**src/hdl/rvc_fetch_pkg.sv**
```systemverilog
// shared constants and types for the compressed-ISA prefetch unit
// bus is word wide and read only, every fetch is an aligned word
// queue holds halfwords, depth must stay a power of two
// instruction length follows the rv32c rule: low bits 2'b11 mean 32 bit

`default_nettype none

package rvc_fetch_pkg;

   // ======================================================================
   // widths and sizes
   // ======================================================================

   // bus and full instruction width
   localparam int unsigned data_w = 32;
   // one compressed instruction or half a full one
   localparam int unsigned half_w = 16;

   // halfword entries in the queue
   localparam int unsigned queue_depth = 8;
   // index width into the queue, log2 of queue_depth
   localparam int unsigned ptr_w = 3;

   // first fetch after reset
   localparam logic [data_w-1:0] reset_vector = 32'h0000_0000;

   // ======================================================================
   // bus codes and fill pattern
   // ======================================================================

   // only two transfer types are ever driven, no bursts
   localparam logic [1:0] htrans_idle   = 2'b00;
   localparam logic [1:0] htrans_nonseq = 2'b10;

   // jal x0, 0
   // the core spins here if it reads an entry never written
   localparam logic [data_w-1:0] fill_inst = 32'h0000_006f;

   // ======================================================================
   // output word
   // ======================================================================

   // halfword view, lo is the one at the lower address
   typedef struct packed {
      logic [half_w-1:0] hi;
      logic [half_w-1:0] lo;
   } inst_halves_t;

   // queue output, filled as halves, consumed as one word
   typedef union packed {
      logic [data_w-1:0] word;
      inst_halves_t      half;
   } inst_word_u;

endpackage

`default_nettype wire

```
**src/hdl/fetch_ctrl.sv**
```systemverilog
// bus request control for the instruction prefetch
// at most one address phase and one data phase outstanding
// htrans does not depend on hready
// a request is held until accepted
// a branch always wins over a sequential request in the same cycle
// a data phase older than the last branch never reaches the queue

`timescale 1ns/1ps
`default_nettype none

module fetch_ctrl (
   input  logic       clk,
   input  logic       rst_n,
   input  logic       branch,
   input  logic       hready,
   input  logic       space_ok,
   output logic [1:0] htrans,
   output logic       req_issue,
   output logic       data_wr,
   output logic       flush,
   output logic       sel_branch
);

   // ======================================================================
   // state
   // ======================================================================

   // high from the first clock after reset on
   logic live_r;
   // reset vector fetch not yet accepted
   logic start_r;
   // branch seen, target address phase not yet accepted
   logic pend_r;
   // a data phase is on the bus
   logic dphase_r;
   // that data phase belongs to the old stream
   logic cancel_r;

   // request wanted this cycle
   logic want_req;

   // ======================================================================
   // request side
   // ======================================================================

   // startup is handled as a branch to the reset vector
   assign sel_branch = start_r | pend_r | branch;

   // sequential fetch needs room while a redirect always goes out
   assign want_req = live_r & (space_ok | sel_branch);

   // idle unless a request is wanted
   always_comb begin
      htrans = rvc_fetch_pkg::htrans_idle;
      if (want_req) begin
         htrans = rvc_fetch_pkg::htrans_nonseq;
      end
   end

   // address phase accepted
   assign req_issue = want_req & hready;

   // every branch pulse flushes even if its target still waits
   assign flush = branch;

   // ======================================================================
   // data side
   // ======================================================================

   // discard a word completing in the branch cycle
   // and one that was already marked stale
   assign data_wr = dphase_r & hready & ~cancel_r & ~branch;

   always_ff @(posedge clk or negedge rst_n) begin
      if (!rst_n) begin
         live_r   <= 1'b0;
         start_r  <= 1'b1;
         pend_r   <= 1'b0;
         dphase_r <= 1'b0;
         cancel_r <= 1'b0;
      end else begin
         live_r <= 1'b1;

         // first accepted request carries the reset vector
         if (req_issue) begin
            start_r <= 1'b0;
         end

         // hold the redirect through wait states
         pend_r <= (pend_r | branch) & ~req_issue;

         // data phase ends on hready and a new one starts with it
         if (hready) begin
            dphase_r <= req_issue;
         end

         // branch while the old data phase is stalled
         // a word accepted together with hready is already the new stream
         if (hready) begin
            cancel_r <= 1'b0;
         end else if (branch && dphase_r) begin
            cancel_r <= 1'b1;
         end
      end
   end

endmodule

`default_nettype wire

```
**src/hdl/fetch_addr_gen.sv**
```systemverilog
// fetch address generation
// every address on the bus is word aligned
// a halfword target is fetched from its word, bit 1 goes to the queue
// the target register resets to the reset vector for the first fetch

`timescale 1ns/1ps
`default_nettype none

module fetch_addr_gen (
   input  logic                              clk,
   input  logic                              rst_n,
   input  logic                              branch,
   input  logic [rvc_fetch_pkg::data_w-1:0]  branch_target,
   input  logic                              req_issue,
   input  logic                              sel_branch,
   output logic [rvc_fetch_pkg::data_w-1:0]  fetch_addr,
   output logic                              target_half
);

   // last address put on the bus
   logic [rvc_fetch_pkg::data_w-1:0] addr_r;
   // redirect target, word aligned
   logic [rvc_fetch_pkg::data_w-1:0] tgt_r;
   // bit 1 of that target
   logic                             half_r;

   // incoming target rounded down to its word
   logic [rvc_fetch_pkg::data_w-1:0] branch_word;

   assign branch_word = {branch_target[rvc_fetch_pkg::data_w-1:2], 2'b00};

   // ======================================================================
   // address select
   // ======================================================================

   // a new pulse goes straight out, a held one from the register
   always_comb begin
      if (branch) begin
         fetch_addr = branch_word;
      end else if (sel_branch) begin
         fetch_addr = tgt_r;
      end else begin
         fetch_addr = addr_r + 32'd4;
      end
   end

   assign target_half = half_r;

   // ======================================================================
   // registers
   // ======================================================================

   always_ff @(posedge clk or negedge rst_n) begin
      if (!rst_n) begin
         addr_r <= rvc_fetch_pkg::reset_vector;
         tgt_r  <= {rvc_fetch_pkg::reset_vector[rvc_fetch_pkg::data_w-1:2], 2'b00};
         half_r <= rvc_fetch_pkg::reset_vector[1];
      end else begin
         // sequential base follows whatever was accepted
         if (req_issue) begin
            addr_r <= fetch_addr;
         end
         if (branch) begin
            tgt_r  <= branch_word;
            half_r <= branch_target[1];
         end
      end
   end

endmodule

`default_nettype wire

```
**src/hdl/halfword_queue.sv**
```systemverilog
// halfword instruction queue
// words are written whole at an even slot, reads start at any halfword
// pointers carry one wrap bit so that full and empty differ
// space_ok keeps two words of headroom counting words in flight
// entries come out of reset holding the jump-to-self pattern

`timescale 1ns/1ps
`default_nettype none

module halfword_queue (
   input  logic                              clk,
   input  logic                              rst_n,
   input  logic [rvc_fetch_pkg::data_w-1:0]  hrdata,
   input  logic                              data_wr,
   input  logic                              req_issue,
   input  logic                              flush,
   input  logic                              target_half,
   input  logic                              inst_take,
   output rvc_fetch_pkg::inst_word_u         inst,
   output logic                              is_32,
   output logic                              inst_valid,
   output logic                              space_ok
);

   // ======================================================================
   // storage and pointers
   // ======================================================================

   logic [rvc_fetch_pkg::half_w-1:0] mem [rvc_fetch_pkg::queue_depth];

   // extra top bit for wrap
   logic [rvc_fetch_pkg::ptr_w:0]   wr_ptr;
   logic [rvc_fetch_pkg::ptr_w:0]   rd_ptr;
   // halfwords held
   logic [rvc_fetch_pkg::ptr_w:0]   count;
   // requests issued since the last flush, not yet written
   logic [1:0]                      inflight;
   // next word written is the first of a new stream
   logic                            first_r;

   // slot indices
   logic [rvc_fetch_pkg::ptr_w-1:0] wr_lo;
   logic [rvc_fetch_pkg::ptr_w-1:0] wr_hi;
   logic [rvc_fetch_pkg::ptr_w-1:0] rd_lo;
   logic [rvc_fetch_pkg::ptr_w-1:0] rd_hi;

   // halfwords committed, held plus reserved
   logic [rvc_fetch_pkg::ptr_w+1:0] committed;
   // read advance, one or two halfwords
   logic [rvc_fetch_pkg::ptr_w:0]   rd_step;
   logic                            take;

   // writes always land on an even slot
   assign wr_lo = {wr_ptr[rvc_fetch_pkg::ptr_w-1:1], 1'b0};
   assign wr_hi = {wr_ptr[rvc_fetch_pkg::ptr_w-1:1], 1'b1};

   // upper half of a 32 bit read wraps around the end
   assign rd_lo = rd_ptr[rvc_fetch_pkg::ptr_w-1:0];
   assign rd_hi = rd_lo + 1'b1;

   assign count = wr_ptr - rd_ptr;

   // ======================================================================
   // read-out
   // ======================================================================

   always_comb begin
      inst.half.lo = mem[rd_lo];
      inst.half.hi = mem[rd_hi];
   end

   // rvc length rule
   assign is_32 = (inst.word[1:0] == 2'b11);

   // a lone upper half is not yet an instruction
   assign inst_valid = (count != '0) && !((count == 1) && is_32);

   assign take = inst_take & inst_valid;

   assign rd_step = {{(rvc_fetch_pkg::ptr_w-1){1'b0}}, is_32, ~is_32};

   // each word in flight will take two slots
   assign committed = {1'b0, count} + {{(rvc_fetch_pkg::ptr_w-1){1'b0}}, inflight, 1'b0};

   // one word in flight, one about to be issued
   assign space_ok = (committed <= rvc_fetch_pkg::queue_depth / 2);

   // ======================================================================
   // registers
   // ======================================================================

   // payload, two halfwords per bus word
   always_ff @(posedge clk or negedge rst_n) begin
      if (!rst_n) begin
         for (int i = 0; i < rvc_fetch_pkg::queue_depth; i++) begin
            mem[i] <= (i % 2 == 1) ? rvc_fetch_pkg::fill_inst[31:16]
                                   : rvc_fetch_pkg::fill_inst[15:0];
         end
      end else if (data_wr) begin
         mem[wr_lo] <= hrdata[15:0];
         mem[wr_hi] <= hrdata[31:16];
      end
   end

   // pointers and stream start
   always_ff @(posedge clk or negedge rst_n) begin
      if (!rst_n) begin
         wr_ptr  <= '0;
         rd_ptr  <= '0;
         first_r <= 1'b1;
      end else if (flush) begin
         // queue reads empty from the next cycle
         wr_ptr  <= '0;
         rd_ptr  <= '0;
         first_r <= 1'b1;
      end else begin
         if (data_wr) begin
            wr_ptr  <= wr_ptr + 2'd2;
            first_r <= 1'b0;
         end
         // queue is empty while first_r, no take can collide
         if (data_wr && first_r) begin
            rd_ptr <= {{rvc_fetch_pkg::ptr_w{1'b0}}, target_half};
         end else if (take) begin
            rd_ptr <= rd_ptr + rd_step;
         end
      end
   end

   // words requested but not yet in the queue
   // stale words cancelled by a branch are not counted after the flush
   always_ff @(posedge clk or negedge rst_n) begin
      if (!rst_n) begin
         inflight <= '0;
      end else if (flush) begin
         inflight <= {1'b0, req_issue};
      end else begin
         inflight <= inflight + {1'b0, req_issue} - {1'b0, data_wr};
      end
   end

endmodule

`default_nettype wire

```
**src/hdl/rvc_fetch_top.sv**
```systemverilog
// instruction prefetch unit, top level
// read-only word fetch port, constant bus outputs are not brought out
// the slave must answer with okay, no error path exists
// one instruction per cycle at most leaves on inst

`timescale 1ns/1ps
`default_nettype none

module rvc_fetch_top (
   input  logic                              clk,
   input  logic                              rst_n,
   // instruction bus
   input  logic                              hready,
   input  logic [rvc_fetch_pkg::data_w-1:0]  hrdata,
   output logic [rvc_fetch_pkg::data_w-1:0]  haddr,
   output logic [1:0]                        htrans,
   // redirect from the core
   input  logic                              branch,
   input  logic [rvc_fetch_pkg::data_w-1:0]  branch_target,
   // consumer
   input  logic                              inst_take,
   output rvc_fetch_pkg::inst_word_u         inst,
   output logic                              is_32,
   output logic                              inst_valid
);

   // ======================================================================
   // internal wiring
   // ======================================================================

   // address phase accepted
   logic req_issue;
   // good word on hrdata
   logic data_wr;
   // drop queue contents
   logic flush;
   // bus address comes from the target
   logic sel_branch;
   // first halfword of the new word is skipped
   logic target_half;
   // room for another request
   logic space_ok;

   // bus handshake, branch cancel, startup
   fetch_ctrl fetch_ctrl_i (
      .clk        (clk),
      .rst_n      (rst_n),
      .branch     (branch),
      .hready     (hready),
      .space_ok   (space_ok),
      .htrans     (htrans),
      .req_issue  (req_issue),
      .data_wr    (data_wr),
      .flush      (flush),
      .sel_branch (sel_branch)
   );

   // haddr is driven straight from the address mux
   fetch_addr_gen fetch_addr_gen_i (
      .clk           (clk),
      .rst_n         (rst_n),
      .branch        (branch),
      .branch_target (branch_target),
      .req_issue     (req_issue),
      .sel_branch    (sel_branch),
      .fetch_addr    (haddr),
      .target_half   (target_half)
   );

   // halfword store and instruction read-out
   halfword_queue halfword_queue_i (
      .clk         (clk),
      .rst_n       (rst_n),
      .hrdata      (hrdata),
      .data_wr     (data_wr),
      .req_issue   (req_issue),
      .flush       (flush),
      .target_half (target_half),
      .inst_take   (inst_take),
      .inst        (inst),
      .is_32       (is_32),
      .inst_valid  (inst_valid),
      .space_ok    (space_ok)
   );

endmodule

`default_nettype wire

```
**config.mk**
```make
export PLATFORM = sky130hd
export DESIGN_NAME = rvc_fetch_top
export DESIGN_NICKNAME = d
export VERILOG_FILES = /design/src/hdl/rvc_fetch_pkg.sv /design/src/hdl/fetch_ctrl.sv /design/src/hdl/fetch_addr_gen.sv /design/src/hdl/halfword_queue.sv /design/src/hdl/rvc_fetch_top.sv
export SDC_FILE = /design/constraint.sdc
export NUM_CORES = 1
export LEC_CHECK = 0
export ABC_AREA = 1
export BUFFER_PORTS_ARGS = -buffer_cell sky130_fd_sc_hd__buf_2
export CAP_MARGIN = 20
export CORE_AREA = 2 2 150 152
export CTS_BUF_LIST = sky130_fd_sc_hd__clkbuf_2
export DETAILED_ROUTE_END_ITERATION = 7
export DIE_AREA = 0 0 152 154
export GPL_TIMING_DRIVEN = 0
export MAX_ROUTING_LAYER = met4
export PLACE_DENSITY = 0.75
export SYNTH_ARGS = -nofsm -noshare
export SYNTH_HDL_FRONTEND = slang
export SYNTH_HIERARCHICAL = 1
export SYNTH_SLANG_ARGS = --single-unit
```
**constraint.sdc**
```tcl
create_clock -name clk -period 4.92 [get_ports clk]
set_clock_uncertainty 0.2 [all_clocks]
set_input_delay 1.23 -clock clk [delete_from_list [all_inputs] [get_ports clk]]
set_output_delay 1.23 -clock clk [all_outputs]
set_load 0.03 [all_outputs]
```
### After elaboration in Yosys (flattened, before gate mapping)

Index checks and enable logic that the tools add are counted.

* bitwise gates (word level): 19
* muxes and demuxes: 25
* reduce and logical (&&, ||, !) cells: 11
* magnitude comparators: 7
* add/subtract/negate cells: 8
* equality and inequality tests: 2

Operators by type and width (number)
* $bwmux 128: 2
* $bmux 16 s3: 2
* $demux 16 s3: 2
* $mux 16: 6
* $mux 32: 2
* $add 32x3->32 const B: 1
* $mux 4: 5
* $ge 4x4->1 const B: 4
* $not 3->4: 4
* $lt 4x1->1 const B: 2
* $and 1x1->1: 7
* $logic_and 1x1->1: 6
* $add 4x3->5: 1
* $le 5x3->1 const B: 1
* $add 4x2->4: 1
* $add 4x2->4 const B: 1
* $eq 4x1->1 const B: 1
* $mux 1: 4
* $mux 2: 2
* $not 1->1: 4
* $or 1x1->1: 4
* $reduce_bool 2->1: 2
* $reduce_bool 4->1: 1
* $sub 4x4->4: 1
* other kinds (6): 6

* flip-flop bits (word level): 207
* bits of input ports: 69

### Longest topological paths before layout

* word-level depth: 12
* depth in mapped cells: 21
* mapped depth without buffers: 16

### Hierarchy

Netlist, hierarchy kept.

Modules (own cells, without submodules)
* halfword_queue: times used 1, area each 7752.4 µm², cells an instance 1036
* fetch_addr_gen: times used 1, area each 3857.4 µm², cells an instance 567
* fetch_ctrl: times used 1, area each 255.2 µm², cells an instance 31

### Worst setup path after synthesis

No wires, ideal clock.

* kind: register to output
* start: reg halfword_queue_i/rd_ptr[0] in the netlist's numbering
* end: out htrans[1]
* cell stages (with the launch flop): 16
* arrival: 2.828 ns
* path slack: 0.662 ns
* buffers on the path: 4
* cells stage by stage: dfrtp_1 -> inv_2 -> buf_6 -> buf_4 -> clkbuf_1 -> fa_1 -> xnor2_1 -> inv_1 -> fa_1 -> o21a_1 -> a211oi_1 -> inv_1 -> nand3_2 -> nand2_1 -> inv_1 -> buf_4

* word-level cells in the longest chain between the ends: 6

RTL lines
* start, declared: RTL line halfword_queue.sv:33 `logic [rvc_fetch_pkg::ptr_w:0] rd_ptr;`
* start signal, assigned: RTL line halfword_queue.sv:123 `rd_ptr <= {{rvc_fetch_pkg::ptr_w{1'b0}}, target_half};`
* start signal, assigned: RTL line halfword_queue.sv:125 `rd_ptr <= rd_ptr + rd_step;`
* $sub 4x4->4: RTL line halfword_queue.sv:61 `assign count = wr_ptr - rd_ptr;`
* $add 4x3->5: RTL line halfword_queue.sv:83 `assign committed = {1'b0, count} + {{(rvc_fetch_pkg::ptr_w-1){1'b0}}, inflight, 1'b0};`
* $le 5x3->1: RTL line halfword_queue.sv:86 `assign space_ok = (committed <= rvc_fetch_pkg::queue_depth / 2);`
* named net space_ok: RTL line rvc_fetch_top.sv:42 `logic space_ok;`
* $or 1x1->1: RTL line fetch_ctrl.sv:50 `assign want_req = live_r & (space_ok | sel_branch);`
* $and 1x1->1: RTL line fetch_ctrl.sv:50
* named net fetch_ctrl_i.want_req: RTL line fetch_ctrl.sv:40 `logic want_req;`
* $mux 2: RTL line fetch_ctrl.sv:55 `if (want_req) begin`
* end, declared: RTL line rvc_fetch_top.sv:16 `output logic [1:0] htrans,`

The timed path passes the listed nets, and every way through them passes these cells.

### Worst setup path after layout

* start: reg halfword_queue_i/rd_ptr[1] in the netlist's numbering
* end: out htrans[1]

* word-level cells in the longest chain between the ends: 6

RTL lines (RTL line)
* $sub 4x4->4: halfword_queue.sv:61
* $add 4x3->5: halfword_queue.sv:83
* $le 5x3->1: halfword_queue.sv:86
* named net space_ok: rvc_fetch_top.sv:42
* $or 1x1->1: fetch_ctrl.sv:50
* $and 1x1->1: fetch_ctrl.sv:50
* $mux 2: fetch_ctrl.sv:55

The timed path passes the listed nets, and every way through them passes these cells.

==> results_dict.tcl <==
set metrics [dict create \
    status "finished clean" \
    cts.sinks 206 \
    vias 12300 \
    synth_xor_area_share_pct 1.11 \
    synth-edff-count 0 \
    slowest_stage "fa_2" \
    period_minus_slack_ns 4.86 \
    rsz0062_at_grt "yes" \
    relSlewSlack_pct 45.0 \
    final_nets 1923 \
    setup_tns_ns 0 \
    clock_latency_ns 0.86 \
    dr.first_iter.drc_count 1277 \
    async_reset_ff_share_pct 100 \
    die_h_um 154 \
    htree_levels 2 \
    drc_errors 0 \
    cp.arrival_ns 3.43 \
    path_cells "buf_6 > inv_6 > buf_8 > buf_12 > fa_2 > ha_4 > fa_1 > o21a_1 > a211oi_2 > inv_1 > nand3_2 > nand2_1 > inv_1 > buf_6" \
    synthAdderAreaFrac_pct 2.19 \
    yosysWarnings 6 \
    final_cells 2158 \
    grtUsageMet3_pct 6.48 \
    period_share_pct 98.8 \
    maxSlewViolCount 0 \
    overflow 0 \
    critPathTopFamily "adder cells" \
    dp.cells 2049 \
    grtUsageMet2_pct 57.3 \
    synth-seq-cells 206 \
    reg2reg_from "halfword_queue_i/rd_ptr[1]" \
    via_per_inst 5.71 \
    max_freq_ghz 0.206 \
    row_count 54 \
    r2r_end "fetch_addr_gen_i/addr_r[10]" \
    critical_path.max_stage_delay_ns 0.56 \
    hold_class "input port to asynchronous set/reset pin" \
    yosys.area_share.simple_pct 21.7 \
    dp_hpwl_um 29600 \
    synth_top_family_by_area "simple AND/OR/NAND/NOR gates" \
    die-width_um 152 \
    start_util_pct 54.7 \
    grtUsageTotal_pct 36.6 \
    p_leak_uw 0.00658 \
    cts_tree "yes" \
    endpoint_kind "output pin" \
    hold_viol 0 \
    io_pins 137 \
    worst-path-buf-inv 7 \
    syn-cell-area_um2 11900 \
    vdd_drop_max_mv 0.620 \
    first_pass_iters 6 \
    clk_path_buf_depth 3 \
    grt_util_met1_pct 46.7 \
    syn-num-nets 1722 \
    grt_max_degree 121 \
    area.growth.synth_to_final_pct 14.8 \
    critPathMaxFanout 2 \
    synthFlopType "dfrtp_1" \
    final_cell_mix "nand2_1 (418), o21ai_0 (301), dfrtp_1 (178)" \
    path_class "flip-flop to output pin" \
    max-cap-violations 0 \
    cts_root_buffer "clkbuf_2" \
    routed_wl_um 41700 \
    die_area_um2 23400 \
    rr_worst_depth 17 \
    start_kind "flip-flop" \
    cts_inserted_buffers 54 \
    synthMuxAreaShare_pct 0.0949 \
    path_clk_slew_ns 0.09 \
    r2r_slack_ns 1.17 \
    synth_cells 1634 \
    yosys.area.top_type_share_pct 38.0 \
    yosysSeqAreaShare_pct 43.7 \
    layout_setup_ws_ns 0.0594 \
    dp_slack_ns -0.178 \
    setup_viol 0 \
    antenna_found_initial 1 \
    required_ns 3.49 \
    core_area_um2 21700 \
    grt_pass1_vias 11900 \
    avgSynthCellArea_um2 7.26 \
    busiest_layer "met2" \
    final_layout_size_suffix_gt1_share_pct 17.9 \
    port_buffers 134 \
    synth.area.top_cells "dfrtp_1 (38%), nand2_1 (13%), o21ai_0 (13%), dfstp_2 (5.8%), inv_1 (5.7%)" \
    finalWeightedCongestion 0.979 \
    routedWlPerCell_um 19.3 \
    synth_compound_area_share_pct 21.0 \
    p_per_area_nw_per_um2 576 \
    ant_nets 0 \
    final_common_cell "nand2_1" \
    synth.largest_area_cell "dfrtp_1" \
    synth.distinct_cells 42 \
    worstMarginPinSlew_ns 0.826 \
    grt_pass1_wl_um 65300 \
]
## area by class of cell
| cell class | instances | area, um2 |
|---|---|---|
| Antenna cell | 2 | 5.00 |
| Buffer | 100 | 569 |
| Clock buffer | 81 | 405 |
| Clock inverter | 16 | 63.8 |
| Fill cell | 2061 | 8070 |
| Inverter | 180 | 687 |
| Multi-Input combinational cell | 1146 | 5520 |
| Sequential cell | 206 | 5190 |
| Tap cell | 280 | 350 |
| Timing Repair Buffer | 147 | 830 |
## repair_timing
item,in CTS,in global routing
endpoints found under the setup margin,2,11
pin swaps,5,0
gates cloned,1,0
hold buffers,0,0
gates resized for setup,28,9
setup buffers,8,3
## state kept, by name (all words and copies together) (netlist names), 2 cells and up
register	count
halfword_queue_i/wr_ptr	3
halfword_queue_i/inflight	2
halfword_queue_i/rd_ptr	4
fetch_addr_gen_i/addr_r	32
halfword_queue_i/mem	128
fetch_addr_gen_i/tgt_r	30
## synthesized netlist by cell type (2+ instances only)
library cell and count:
a21boi_0 2, a21oi_1 114, a31oi_1 33, a32oi_1 2, and2_1 3, buf_1 7
buf_2 23, buf_4 8, buf_6 5, clkbuf_1 54, clkbuf_8 4, conb_1 2
dfrtp_1 180, dfstp_2 26, fa_1 3, ha_1 16, inv_1 179, nand2_1 418
nand2_2 12, nand3_1 51, nand3_2 4, nor2_1 125, nor2_2 2, nor2_4 7
nor3_1 3, o211ai_1 14, o21ai_0 301, o21ai_1 9, xnor2_1 10, xor2_1 5
## power breakdown
group | leakage, uW | internal, uW | switching [uW]
Clock | 0.000363 | 437 | 724
Sequential | 0.00261 | 2040 | 305
Combinational | 0.00360 | 1330 | 3010
## worst max path at each step
stage	start	cells past startpoint	to
floorplan	halfword_queue_i/rd_ptr[0]	15	htrans[1]
global placement	rst_n	1	halfword_queue_i/mem[57]
detailed placement	halfword_queue_i/rd_ptr[0]	15	htrans[1]
CTS	halfword_queue_i/rd_ptr[1]	14	htrans[1]
global route	halfword_queue_i/rd_ptr[1]	14	htrans[1]
finish	halfword_queue_i/rd_ptr[1]	14	htrans[1]
## kinds of logic (layout without fill, tap and decap cells)
family | count (synthesis) | after routing
buf+inv | 282 | 524
compound gates | 479 | 479
mux | 1 | 1
xor+xnor | 15 | 15
simple gates | 630 | 630
other cells | 2 | 4
fa+ha+maj | 19 | 19
flops | 206 | 206
## stage by stage
stage,cell area (um2),utilization [%],total power [uW],hold slack [ns]
4_1_cts,13600,62.6,7710,0.168
3_5_place_dp,12900,59.6,6390,0.244
3_3_place_gp,12900,59.4,6340,0.243
5_1_grt,13600,62.8,8320,0.175
6_report,13600,62.8,7850,0.142
2_1_floorplan,11900,-,5040,0.232
## worst reg2reg max path, delay by kind of cell, from the launching register on
kind	cells	cell delay (ns)
AOI/OAI and AO/OA	3	0.44
adders and majority gates	3	1.13
buffers and inverters	9	1.28
and+or+nand+nor	2	0.17
DFF	1	0.39
## layer usage
metal	vias up	routed length [um]
met3	153	3860
li1	5736	-
met4	0	1960
met2	705	19200
met1	5728	16700
met5	-	0
(Power assumes the default switching activity.)
